===== src/rtl/mem_stage_pkg.sv =====
package mem_stage_pkg;

    localparam int xlen           = 64;
    localparam int strb_w         = xlen / 8;
    localparam int addr_w_default = 32;

    // memory opcode from the execute stage
    typedef enum logic [3:0] {
        op_nop = 4'd0,
        op_lb  = 4'd1,
        op_lh  = 4'd2,
        op_lw  = 4'd3,
        op_ld  = 4'd4,
        op_lbu = 4'd5,
        op_lhu = 4'd6,
        op_lwu = 4'd7,
        op_sb  = 4'd8,
        op_sh  = 4'd9,
        op_sw  = 4'd10,
        op_sd  = 4'd11
    } mem_op_e;

    // same encoding as axsize
    typedef enum logic [2:0] {
        size_b = 3'd0,
        size_h = 3'd1,
        size_w = 3'd2,
        size_d = 3'd3
    } access_size_e;

    typedef logic [3:0] trap_t;

    localparam trap_t trap_none           = 4'd0;
    localparam trap_t trap_load_misalign  = 4'd4;
    localparam trap_t trap_store_misalign = 4'd6;

    typedef enum logic [2:0] {
        st_idle = 3'd0,
        st_aw   = 3'd1,
        st_w    = 3'd2,
        st_b    = 3'd3,
        st_ar   = 3'd4,
        st_r    = 3'd5,
        st_done = 3'd6
    } bus_state_e;

endpackage


===== src/rtl/mem_req_if.sv =====
`timescale 1ns/1ns

interface mem_req_if
    import mem_stage_pkg::*;
();

    logic         go;        // load or store that goes out on the bus
    logic         skip;      // valid but finishes without a bus access
    logic         is_store;
    access_size_e size;
    logic         is_signed;

    modport decode_mp (
        output go, skip, is_store, size, is_signed
    );

    modport bus_mp (
        input go, skip, is_store, size
    );

    modport result_mp (
        input size, is_signed
    );

endinterface


===== src/rtl/load_extend.sv =====
`timescale 1ns/1ns

module load_extend
    import mem_stage_pkg::*;
(
    input  logic [xlen-1:0] load_word,
    input  logic [2:0]      offset,
    mem_req_if.result_mp    req,
    output logic [xlen-1:0] mem_out
);

    logic [xlen-1:0] shifted;

    assign shifted = load_word >> {offset, 3'b000}; // addressed byte down to lane 0

    always_comb begin
        case (req.size)
            size_b: begin
                if (req.is_signed) begin
                    mem_out = {{(xlen-8){shifted[7]}}, shifted[7:0]};
                end else begin
                    mem_out = {{(xlen-8){1'b0}}, shifted[7:0]};
                end
            end
            size_h: begin
                if (req.is_signed) begin
                    mem_out = {{(xlen-16){shifted[15]}}, shifted[15:0]};
                end else begin
                    mem_out = {{(xlen-16){1'b0}}, shifted[15:0]};
                end
            end
            size_w: begin
                if (req.is_signed) begin
                    mem_out = {{(xlen-32){shifted[31]}}, shifted[31:0]};
                end else begin
                    mem_out = {{(xlen-32){1'b0}}, shifted[31:0]};
                end
            end
            default: begin
                mem_out = shifted; // full doubleword
            end
        endcase
    end

endmodule


===== src/rtl/mem_bus_fsm.sv =====
`timescale 1ns/1ns

module mem_bus_fsm
    import mem_stage_pkg::*;
#(
    parameter int addr_w = addr_w_default
) (
    input  logic              clk,
    input  logic              rst,

    input  logic [addr_w-1:0] addr,
    input  logic [xlen-1:0]   store_data,
    mem_req_if.bus_mp         req,

    output logic              awvalid,
    input  logic              awready,
    output logic [addr_w-1:0] awaddr,
    output logic [2:0]        awsize,

    output logic              wvalid,
    input  logic              wready,
    output logic [xlen-1:0]   wdata,
    output logic [strb_w-1:0] wstrb,
    output logic              wlast,

    input  logic              bvalid,
    output logic              bready,

    output logic              arvalid,
    input  logic              arready,
    output logic [addr_w-1:0] araddr,
    output logic [2:0]        arsize,

    input  logic              rvalid,
    output logic              rready,
    input  logic [xlen-1:0]   rdata,

    output logic [xlen-1:0]   load_word,
    output logic              valid_out,
    output logic              mem_ok
);

    bus_state_e         state;
    bus_state_e         state_next;
    logic [2:0]         offset;
    logic [strb_w-1:0]  size_strb;

    assign offset = addr[2:0];

    always_comb begin
        state_next = state;
        case (state)
            st_idle: begin
                if (req.go) begin
                    state_next = req.is_store ? st_aw : st_ar;
                end
            end
            st_aw: begin
                if (awready) state_next = st_w;
            end
            st_w: begin
                if (wready) state_next = st_b;
            end
            st_b: begin
                if (bvalid) state_next = st_done;
            end
            st_ar: begin
                if (arready) state_next = st_r;
            end
            st_r: begin
                if (rvalid) state_next = st_done;
            end
            st_done: state_next = st_idle;
            default: state_next = st_idle;
        endcase
    end

    always_ff @(posedge clk or posedge rst) begin
        if (rst) begin
            state <= st_idle;
        end else begin
            state <= state_next;
        end
    end

    always_ff @(posedge clk or posedge rst) begin
        if (rst) begin
            load_word <= '0;
        end else if (rvalid && rready) begin
            load_word <= rdata; // whole doubleword, lanes picked later
        end
    end

    // single-beat transfers, one channel active per state
    assign awvalid = (state == st_aw);
    assign wvalid  = (state == st_w);
    assign wlast   = wvalid;
    assign bready  = (state == st_b);
    assign arvalid = (state == st_ar);
    assign rready  = (state == st_r);

    assign awaddr = addr;
    assign araddr = addr;
    assign awsize = req.size;
    assign arsize = req.size;

    always_comb begin
        case (req.size)
            size_h:  size_strb = 8'h03;
            size_w:  size_strb = 8'h0f;
            size_d:  size_strb = 8'hff;
            default: size_strb = 8'h01;
        endcase
    end

    // store data moved up onto the lanes of its byte offset
    assign wdata = store_data << {offset, 3'b000};
    assign wstrb = size_strb << offset;

    // skipped requests finish in the idle cycle they arrive in
    assign valid_out = (state == st_idle && req.skip) || state == st_done;
    assign mem_ok    = (state == st_idle && !req.go) || state == st_done;

endmodule


===== src/rtl/mem_op_decode.sv =====
`timescale 1ns/1ns

module mem_op_decode
    import mem_stage_pkg::*;
(
    input  logic      valid_in,
    input  mem_op_e   op,
    input  logic [2:0] offset,
    input  trap_t     trap_in,
    output trap_t     trap_out,
    mem_req_if.decode_mp req
);

    logic         is_load;
    logic         is_store;
    logic         is_signed;
    access_size_e size;
    logic [2:0]   align_mask;
    logic         misaligned;

    always_comb begin
        is_load   = 1'b0;
        is_store  = 1'b0;
        is_signed = 1'b0;
        size      = size_b;
        case (op)
            op_lb:  begin is_load = 1'b1; is_signed = 1'b1; size = size_b; end
            op_lh:  begin is_load = 1'b1; is_signed = 1'b1; size = size_h; end
            op_lw:  begin is_load = 1'b1; is_signed = 1'b1; size = size_w; end
            op_ld:  begin is_load = 1'b1; is_signed = 1'b1; size = size_d; end
            op_lbu: begin is_load = 1'b1; size = size_b; end
            op_lhu: begin is_load = 1'b1; size = size_h; end
            op_lwu: begin is_load = 1'b1; size = size_w; end
            op_sb:  begin is_store = 1'b1; size = size_b; end
            op_sh:  begin is_store = 1'b1; size = size_h; end
            op_sw:  begin is_store = 1'b1; size = size_w; end
            op_sd:  begin is_store = 1'b1; size = size_d; end
            default: begin
                size = size_b; // nop and unused codes
            end
        endcase
    end

    // low offset bits that have to be zero for a naturally aligned access
    always_comb begin
        case (size)
            size_h:  align_mask = 3'b001;
            size_w:  align_mask = 3'b011;
            size_d:  align_mask = 3'b111;
            default: align_mask = 3'b000;
        endcase
    end

    assign misaligned = |(offset & align_mask);

    // an older trap always wins over a misaligned access
    always_comb begin
        trap_out = trap_in;
        if (valid_in && trap_in == trap_none && misaligned) begin
            if (is_load) begin
                trap_out = trap_load_misalign;
            end else if (is_store) begin
                trap_out = trap_store_misalign;
            end
        end
    end

    assign req.go        = valid_in && (is_load || is_store) && trap_out == trap_none;
    assign req.skip      = valid_in && !req.go;
    assign req.is_store  = is_store;
    assign req.size      = size;
    assign req.is_signed = is_signed;

endmodule


===== src/rtl/mem_stage.sv =====
`timescale 1ns/1ns

module mem_stage
    import mem_stage_pkg::*;
#(
    parameter int addr_w = addr_w_default
) (
    input  logic              clk,
    input  logic              rst,

    input  logic              valid_in,
    input  mem_op_e           op,
    input  logic [addr_w-1:0] addr,
    input  logic [xlen-1:0]   store_data,
    input  trap_t             trap_in,

    output logic              mem_ok,
    output logic              valid_out,
    output logic [xlen-1:0]   mem_out,
    output trap_t             trap_out,

    output logic              awvalid,
    input  logic              awready,
    output logic [addr_w-1:0] awaddr,
    output logic [2:0]        awsize,

    output logic              wvalid,
    input  logic              wready,
    output logic [xlen-1:0]   wdata,
    output logic [strb_w-1:0] wstrb,
    output logic              wlast,

    input  logic              bvalid,
    output logic              bready,

    output logic              arvalid,
    input  logic              arready,
    output logic [addr_w-1:0] araddr,
    output logic [2:0]        arsize,

    input  logic              rvalid,
    output logic              rready,
    input  logic [xlen-1:0]   rdata
);

    logic [xlen-1:0] load_word;

    mem_req_if req_if ();

    mem_op_decode i_mem_op_decode (
        .valid_in (valid_in),
        .op       (op),
        .offset   (addr[2:0]),
        .trap_in  (trap_in),
        .trap_out (trap_out),
        .req      (req_if.decode_mp)
    );

    mem_bus_fsm #(
        .addr_w (addr_w)
    ) i_mem_bus_fsm (
        .clk        (clk),
        .rst        (rst),
        .addr       (addr),
        .store_data (store_data),
        .req        (req_if.bus_mp),
        .awvalid    (awvalid),
        .awready    (awready),
        .awaddr     (awaddr),
        .awsize     (awsize),
        .wvalid     (wvalid),
        .wready     (wready),
        .wdata      (wdata),
        .wstrb      (wstrb),
        .wlast      (wlast),
        .bvalid     (bvalid),
        .bready     (bready),
        .arvalid    (arvalid),
        .arready    (arready),
        .araddr     (araddr),
        .arsize     (arsize),
        .rvalid     (rvalid),
        .rready     (rready),
        .rdata      (rdata),
        .load_word  (load_word),
        .valid_out  (valid_out),
        .mem_ok     (mem_ok)
    );

    load_extend i_load_extend (
        .load_word (load_word),
        .offset    (addr[2:0]),
        .req       (req_if.result_mp),
        .mem_out   (mem_out)
    );

endmodule


===== config.mk =====
export PLATFORM = sky130hd
export DESIGN_NAME = mem_stage
export DESIGN_NICKNAME = d
export VERILOG_FILES = /design/src/rtl/mem_stage_pkg.sv /design/src/rtl/mem_req_if.sv /design/src/rtl/load_extend.sv /design/src/rtl/mem_bus_fsm.sv /design/src/rtl/mem_op_decode.sv /design/src/rtl/mem_stage.sv
export SDC_FILE = /design/constraint.sdc
export NUM_CORES = 1
export LEC_CHECK = 0
export ABC_AREA = 1
export BUFFER_PORTS_ARGS = -buffer_cell sky130_fd_sc_hd__buf_2
export CORE_MARGIN = 2
export CORE_UTILIZATION = 30
export CTS_CLUSTER_SIZE = 24
export DETAILED_ROUTE_END_ITERATION = 8
export SLEW_MARGIN = 20
export SYNTH_ARGS = -nofsm -noshare
export SYNTH_HDL_FRONTEND = slang
export SYNTH_SLANG_ARGS = --single-unit

===== constraint.sdc =====
create_clock -name clk -period 3.6 [get_ports clk]
set_clock_uncertainty 0.05 [all_clocks]
set_input_delay 0.54 -clock clk [delete_from_list [all_inputs] [get_ports clk]]
set_output_delay 0.54 -clock clk [all_outputs]
set_load 0.01 [all_outputs]

==> results.toml, run 1 <==
[clock_tree]
cts-buffers-inserted = 9
hold_buffers = 0
clk_pin_slew_worst_paths_ns = 0.06
clock-sinks = 67
cts-root-buf = "clkbuf_16"
postCtsSetupBuffers = 0
clock_path_buffers = 2
cts-resized-gates = 0
clk_latency_ns = 0.33
cts_tree = "yes"
ctsHtreeMaxLevel = 3

[sta]
fin_crit_sh = 0.885
setup-tns-final_ns = 0
slew_headroom = 0.406
holdWs_ns = 0.339
fin_ws_ns = 0.414
rsz0062_at_grt = "no"
max_freq_mhz = 314
tightest_slew_ns = 0.890
hold_violations = 0
finalMaxSlewViolations = 0
setup_viol = 0
fin_crit_ns = 3.19

[synthesis]
synth_edf_count = 0
ys_warn_count = 0
synth_area_sq_mm = 0.00685
synthTopCellsByArea = "dfrtp_1 (24%), nand2_1 (13%), o21ai_0 (8.7%)"
synthAdderAreaFrac = 0
synth_top_family_by_area = "compound AO/OA/AOI/OAI gates"
synth.area.mux_share = 0.0504
synth_flop_cell = "dfrtp_1"
synth_cells = 1063
avgSynthCellArea_sq_um = 6.44
yosys.area_share.simple = 0.237
synth_xor_area_frac = 0
yosysSeqAreaShare = 0.245
synth_top_area_cell = "dfrtp_1"
synth_top_area_frac = 0.245
synth-compound-area-share = 0.277
postSynth.asyncResetShare = 1.00
synthDistinctLibCells = 38
synth_seq_cells = 67

[power]
finalPower_mw = 4.61
leakagePower_nw = 4.56
p_comb_frac = 0.483
p_sw_mw = 2.04
peakVddDrop_v = 0.000272
clkPwrFrac = 0.219
power_density_mw_per_mm2 = 549
seqPwrFrac = 0.298
p_int_mw = 2.57
swShare = 0.442

[detailed_routing]
wirelength_um = 32500
routed-via-count = 8125
drtPass1Iterations = 5
wl_per_cell_um = 21.0
ant_nets = 0
drc = 0
post_drt_via_cell_ratio = 5.25
drtIter0Drc = 596

[layout]
layout-drive-gt1-share = 0.326
nets = 1433
diodes = 0
fillerInstances = 2508
area_growth_pct = 22.6
post-route-util = 0.373

[worst_setup_path]
arrival_ns = 2.60
path_class = "in -> out"
r2r_end = "i_mem_bus_fsm.load_word[0]"
reg2reg_from = "i_mem_bus_fsm.state[0]"
critPathCapture = "mem_out[43]"
end_kind = "output port"
cp_max_fo = 60
reg2regPathDepth = 7
crit_start = "addr[0]"
cp-start-kind = "input port"
r2r_setup_slack_ns = 1.34
required_ns = 3.01

[global_routing]
grt_pass1_wl_um = 46800
overflow = 0
antenna_found_initial = 0
grt_use_total = 0.259
grt_pass1_vias = 7892
grt_start_max_net_pins = 81

[placement]
io_buffers = 304
hpwl_um = 25600
place_congestion = 0.948
post-place-ws_ns = 0.414

[floorplanning]
die_area_sq_mm = 0.0241
initial_core_util = 0.304
fp.dieW_um = 155
row_count = 55
pin_count = 394
chipHeight_um = 155
fp.coreArea_sq_mm = 0.0225

[job]
maxCapViolCount = 0

[worst_hold_path]
min-delay-path-class = "in -> async"

[outcome]
status = "finished, final reports clean"
[synth_stat cells, drive strengths merged, types with 3 or more instances]
cell type  instances
a221oi            16
dfrtp             67
a31oi              3
nor2             121
mux2              28
nand2            243
o21ai            156
a22oi              6
a211oi             7
a21oi             65
nand3             26
o22ai             22
o211ai            17
mux2i              3
o221ai            16
inv              110
clkbuf            39
nor3               8
buf              104
[through the flow]
| step | std cells | instance area [sq um] |
|---|---|---|
| after global routing | 1547 | 8400 |
| after global placement | 1531 | 8060 |
| final | 1547 | 8400 |
| after floorplan | 1064 | 6850 |
| after detailed placement | 1531 | 8060 |
| after CTS | 1547 | 8400 |
[sequential cells by signal, summed over array words and instances, names as in the netlist]
name                     flops
i_mem_bus_fsm.load_word     64
i_mem_bus_fsm.state          3
[cell families (layout without fill, tap and decap cells)]
kind of cell | Yosys count | after routing
and+or+nand+nor | 399 | 399
other | 1 | 2
DFF | 67 | 67
buffers and inverters | 255 | 453
AOI/OAI and AO/OA | 310 | 310
muxes | 31 | 31
[cell usage in the layout, fill, tap and decap left out, types with 2 or more instances in the layout]
cell type	instances
a211oi_1	7
a21oi_1	65
a221oi_1	16
a22oi_1	6
a31oi_1	3
buf_12	4
buf_2	303
buf_4	18
bufinv_16	2
clkbuf_16	9
clkbuf_8	2
clkinv_1	2
conb_1	2
dfrtp_1	67
inv_1	101
inv_2	9
mux2_1	9
mux2_2	19
mux2i_1	3
nand2_1	238
nand2_2	3
nand2_4	2
nand3_1	24
nand3_4	2
nor2_1	114
nor2_2	3
nor2_4	4
nor3_1	8
o211ai_1	16
o21ai_0	119
o21ai_1	10
o21ai_2	26
o221ai_1	16
o22ai_1	22
o31ai_1	2
[worst min-delay path by stage]
| stage | startpoint | to | depth (start not counted) |
|---|---|---|---|
| global route | rdata[54] | i_mem_bus_fsm.load_word[54] | 2 |
| global placement | i_mem_bus_fsm.load_word[2] | i_mem_bus_fsm.load_word[2] | 1 |
| detailed placement | i_mem_bus_fsm.load_word[5] | i_mem_bus_fsm.load_word[5] | 1 |
| finish | rst | i_mem_bus_fsm.load_word[22] | 2 |
| CTS | rdata[15] | i_mem_bus_fsm.load_word[15] | 2 |
| floorplan | i_mem_bus_fsm.load_word[0] | i_mem_bus_fsm.load_word[0] | 1 |
[layout make-up]
class,instances,area (sq um),share of cell area
Clock inverter,5,82.6,0.00983
Multi-Input combinational cell,742,3880,0.462
Sequential cell,67,1680,0.200
Inverter,112,420,0.0501
Timing Repair Buffer,325,1730,0.206
Clock buffer,11,253,0.0301
Tap cell,285,357,0.0425
[routing by layer]
layer	vias to the layer above	GRT usage	wire, um
met5	-	0	0
met1	3777	0.302	12300
met2	378	0.469	16500
met4	0	0.121	1550
li1	3869	-	-
met3	101	0.0343	2180
[power groups by stage]
| stage | clock (mW) | combinational (mW) | sequential [mW] |
|---|---|---|---|
| after floorplan | 0 | 1.50 | 1.29 |
| after global placement | 0 | 2.21 | 1.38 |
| after detailed placement | 0 | 2.21 | 1.38 |
| after CTS | 1.02 | 2.22 | 1.37 |
| after global routing | 1.04 | 2.45 | 1.42 |
| final | 1.01 | 2.22 | 1.38 |
[critical path, cell delays in order]
cell     delay (ns)
buf_4          0.17
buf_12         0.24
nand2_1        0.08
o21ai_1        0.11
o21ai_1        0.09
nand2_1        0.06
o21ai_1        0.10
nor2_2         0.18
nor2_2         0.06
o21ai_2        0.07
nand3_4        0.45
o21ai_0        0.25
buf_2          0.17
Power figures use the tool's default switching activity.
==> run 2: changes to the inputs <==
Settings changed: BUFFER_PORTS_ARGS -buffer_cell sky130_fd_sc_hd__buf_2 to -buffer_cell sky130_fd_sc_hd__clkbuf_2.
==> results.toml, run 2 (synthesized netlist as in run 1, its figures left out) <==
[detailed_routing]
wl_per_cell_um = 20.5
post_drt_via_cell_ratio = 5.19
drtPass1Iterations = 5
drc = 0
wirelength_um = 31800
ant_nets = 0
drtIter0Drc = 530
routed-via-count = 8054

[worst_setup_path]
critPathMaxStageDelay_ns = 0.33
reg2regPathDepth = 7
end_kind = "output port"
r2r_setup_slack_ns = 1.45
cp_max_fo = 19
r2r_end = "i_mem_bus_fsm.load_word[48]"
path_cells = "buf_4, inv_2, nand2_1, buf_4, o22ai_1, o21ai_1, nor2_2, nor2_2, o21ai_2, nand3_4, o21ai_0, clkbuf_2"
required_ns = 3.01
path_class = "in -> out"
cp-start-kind = "input port"
cp_slowest_cell = "nand3_4"
arrival_ns = 2.71
reg2reg_from = "i_mem_bus_fsm.state[0]"

[worst_hold_path]
min-delay-path-class = "in -> reg"
min_from = "rdata[13]"
hold_path_depth = 2
min_to = "i_mem_bus_fsm.load_word[13]"

[floorplanning]
chipHeight_um = 155
pin_count = 394
fp.dieW_um = 155
row_count = 55
fp.coreArea_sq_mm = 0.0225
die_area_sq_mm = 0.0241
initial_core_util = 0.304

[global_routing]
grt_pass1_wl_um = 46200
grt_use_total = 0.254
overflow = 0
antenna_found_initial = 1
grt_pass1_vias = 7840
grt_start_max_net_pins = 111

[layout]
mostFrequentLayoutCells = "clkbuf_2 (303), nand2_1 (238), o21ai_0 (119)"
top_register = "i_mem_bus_fsm.load_word"
layout-drive-gt1-share = 0.328
nets = 1439
final_common_cell = "clkbuf_2"
top_regs = "i_mem_bus_fsm.load_word x64, i_mem_bus_fsm.state x3"
area_growth_pct = 22.4
largest_register_ff_count = 64
post-route-util = 0.373

[clock_tree]
cts-root-buf = "clkbuf_16"
hold_buffers = 0
cts-buffers-inserted = 9
clk_latency_ns = 0.34
cts_tree = "yes"
clock_path_buffers = 2
clk_pin_slew_worst_paths_ns = 0.06
ctsHtreeMaxLevel = 3
clock-sinks = 67

[sta]
setup_viol = 0
max_freq_mhz = 303
fin_crit_ns = 3.30
setup-tns-final_ns = 0
rsz0062_at_grt = "no"
slew_headroom = 0.351
tightest_slew_ns = 0.973
fin_crit_sh = 0.917
hold_violations = 0
finalMaxSlewViolations = 0

[job]
maxCapViolCount = 0

[power]
peakVddDrop_v = 0.000330
power_density_mw_per_mm2 = 536
leakagePower_nw = 4.54

[outcome]
status = "finished, final reports clean"

[placement]
place_congestion = 0.911
hpwl_um = 25200
io_buffers = 304
==> run 2: repair_timing <==
action,4_1_cts,5_1_grt
hold endpoints to repair,0,0
setup buffers,0,0
setup endpoints to repair,0,2
resized for setup,0,1
==> run 2: final cells by class <==
| class | count | area (sq um) |
|---|---|---|
| Timing Repair Buffer | 330 | 1740 |
| Multi-Input combinational cell | 743 | 3890 |
| Tap cell | 285 | 357 |
| Fill cell | 2491 | 14100 |
| Inverter | 112 | 420 |
| Antenna cell | 1 | 2.50 |
| Sequential cell | 67 | 1680 |
| Clock buffer | 10 | 239 |
| Clock inverter | 5 | 53.8 |
==> run 2: power by group <==
group | internal, mW | switching [mW]
Sequential | 1.13 | 0.248
Combinational | 0.802 | 1.43
Clock | 0.549 | 0.344
==> run 2: metrics by stage <==
step	power [mW]	setup slack (ns)	std cells	hold slack, ns	instance area [sq um]
after floorplan	2.79	1.23	1064	0.430	6850
after CTS	4.49	0.152	1551	0.356	8370
final	4.50	0.299	1553	0.358	8390
after detailed placement	3.59	0.149	1536	0.449	8080
after global routing	4.83	0.0510	1553	0.365	8390
after global placement	3.59	0.256	1536	0.440	8080
==> run 2: worst max path at each step <==
stage / start / endpoint / slack, ns
2_1_floorplan: addr[1] / mem_out[40] / 1.23
3_3_place_gp: addr[0] / mem_out[43] / 0.26
3_5_place_dp: addr[0] / mem_out[42] / 0.15
4_1_cts: addr[0] / mem_out[42] / 0.15
5_1_grt: addr[0] / mem_out[43] / 0.05
6_report: addr[0] / mem_out[42] / 0.30
==> run 2: routing by layer <==
metal	GRT usage	routed length, um
met4	0.167	2150
met1	0.298	12200
met5	0	0
met2	0.436	15500
met3	0.0354	1900
==> run 2: worst max-delay path: cells and delay by family <==
kind | cells | cell delay, ns
AOI/OAI and AO/OA | 4 | 0.66
buffers and inverters | 4 | 0.83
and+or+nand+nor | 4 | 0.65
==> run 3: changes to the inputs <==
Settings changed: CORE_ASPECT_RATIO set to 0.5, SKIP_LAST_GASP set to 1.
==> results.toml, run 3 (synthesized netlist as in run 1, its figures left out) <==
[outcome]
status = "finished, final reports clean"

[placement]
hpwl_um = 25700
place_congestion = 0.967
placedInstanceArea_sq_mm = 0.00809
io_buffers = 304

[sta]
holdWs_ns = 0.0466
max_freq_mhz = 297
finalMaxSlewViolations = 0
tightest_slew_ns = 1.02
hold_violations = 0
slew_headroom = 0.317
fin_crit_ns = 3.37
rsz0062_at_grt = "no"
setup-tns-final_ns = 0
setup_viol = 0
fin_crit_sh = 0.937

[detailed_routing]
wl_per_cell_um = 20.7
wirelength_um = 32500
drtPass1Iterations = 6
ant_nets = 0
drc = 0
routed-via-count = 8207
drtIter0Drc = 835
post_drt_via_cell_ratio = 5.22

[layout]
top_register = "i_mem_bus_fsm.load_word"
diodes = 0
finish.instance_area_sq_mm = 0.00840
final_common_cell = "clkbuf_2"
mostFrequentLayoutCells = "clkbuf_2 (303), nand2_1 (238), o21ai_0 (119)"
largest_register_ff_count = 64
nets = 1436
area_growth_pct = 22.6
layout-drive-gt1-share = 0.327
fillerInstances = 2510
top_regs = "i_mem_bus_fsm.load_word x64, i_mem_bus_fsm.state x3"

[job]
maxCapViolCount = 0

[clock_tree]
hold_buffers = 0
clk_pin_slew_worst_paths_ns = 0.06
cts-root-buf = "clkbuf_16"
postCtsSetupBuffers = 0
cts-buffers-inserted = 9
clock-sinks = 67
ctsHtreeMaxLevel = 3
clk_latency_ns = 0.34
cts-resized-gates = 0
clock_path_buffers = 2
cts_tree = "yes"

[worst_setup_path]
required_ns = 3.01
cp-start-kind = "input port"
end_kind = "output port"
reg2regPathDepth = 6
r2r_setup_slack_ns = 1.36
r2r_end = "i_mem_bus_fsm.load_word[14]"
path_class = "in -> out"
reg2reg_from = "i_mem_bus_fsm.state[0]"
arrival_ns = 2.78
cp_max_fo = 49

[floorplanning]
chipHeight_um = 111
row_count = 39
pin_count = 394
fp.dieW_um = 218
die_area_sq_mm = 0.0241
initial_core_util = 0.303
fp.coreArea_sq_mm = 0.0226

[global_routing]
grt_use_total = 0.262
grt_pass1_wl_um = 48300
grt_pass1_vias = 7994
grt_start_max_net_pins = 130
overflow = 0
antenna_found_initial = 0

[power]
peakVddDrop_v = 0.000252
leakagePower_nw = 4.53
power_density_mw_per_mm2 = 549

[worst_hold_path]
min-delay-path-class = "in -> async"
[run 3: final cells by class]
class / instances / area [sq um] / area share
Clock buffer: 10 / 239 / 0.0285
Tap cell: 307 / 384 / 0.0457
Timing Repair Buffer: 328 / 1730 / 0.206
Multi-Input combinational cell: 742 / 3880 / 0.462
Clock inverter: 6 / 72.6 / 0.00864
Inverter: 112 / 420 / 0.0501
Sequential cell: 67 / 1680 / 0.200
[run 3: through the flow]
step | total power, mW | utilization | std cells | worst slack, ns
floorplan | 2.79 | - | 1064 | 1.23
detailed placement | 3.66 | 0.358 | 1556 | 0.259
global route | 4.90 | 0.372 | 1572 | 0.0208
finish | 4.61 | 0.372 | 1572 | 0.228
global placement | 3.63 | 0.358 | 1556 | 0.300
CTS | 4.59 | 0.372 | 1572 | 0.250
[run 3: layer usage]
layer | GRT usage | wire length, um | vias up
met1 | 0.353 | 14200 | 3921
met2 | 0.436 | 15500 | 361
met4 | 0.0799 | 914 | 0
met3 | 0.0335 | 1950 | 63
met5 | 0 | 0 | -
li1 | - | - | 3862
[run 3: how the worst max path moves through the flow]
| stage | to | slack [ns] | startpoint | depth (start not counted) |
|---|---|---|---|---|
| global placement | mem_out[35] | 0.30 | addr[0] | 10 |
| finish | mem_out[32] | 0.23 | addr[0] | 15 |
| floorplan | mem_out[40] | 1.23 | addr[1] | 12 |
| detailed placement | mem_out[32] | 0.26 | addr[0] | 15 |
| global route | mem_out[32] | 0.02 | addr[0] | 15 |
| CTS | mem_out[32] | 0.25 | addr[0] | 15 |
[run 3: where the power goes]
part | internal (mW) | switching (mW) | leakage, nW
combinational | 0.791 | 1.47 | 3.62
clock | 0.562 | 0.361 | 0.150
sequential | 1.13 | 0.296 | 0.762
total | 2.48 | 2.13 | 4.53
[run 3: worst max-delay path, cell delays in order]
cell      delay (ns)
buf_4           0.39
inv_2           0.16
nand2_1         0.11
o21ai_1         0.09
nand2_1         0.07
o21ai_1         0.09
nand2_1         0.09
o21ai_2         0.08
nor2_4          0.15
nor2_2          0.06
o21ai_2         0.07
nand3_4         0.32
buf_4           0.33
o21ai_2         0.07
clkbuf_2        0.15
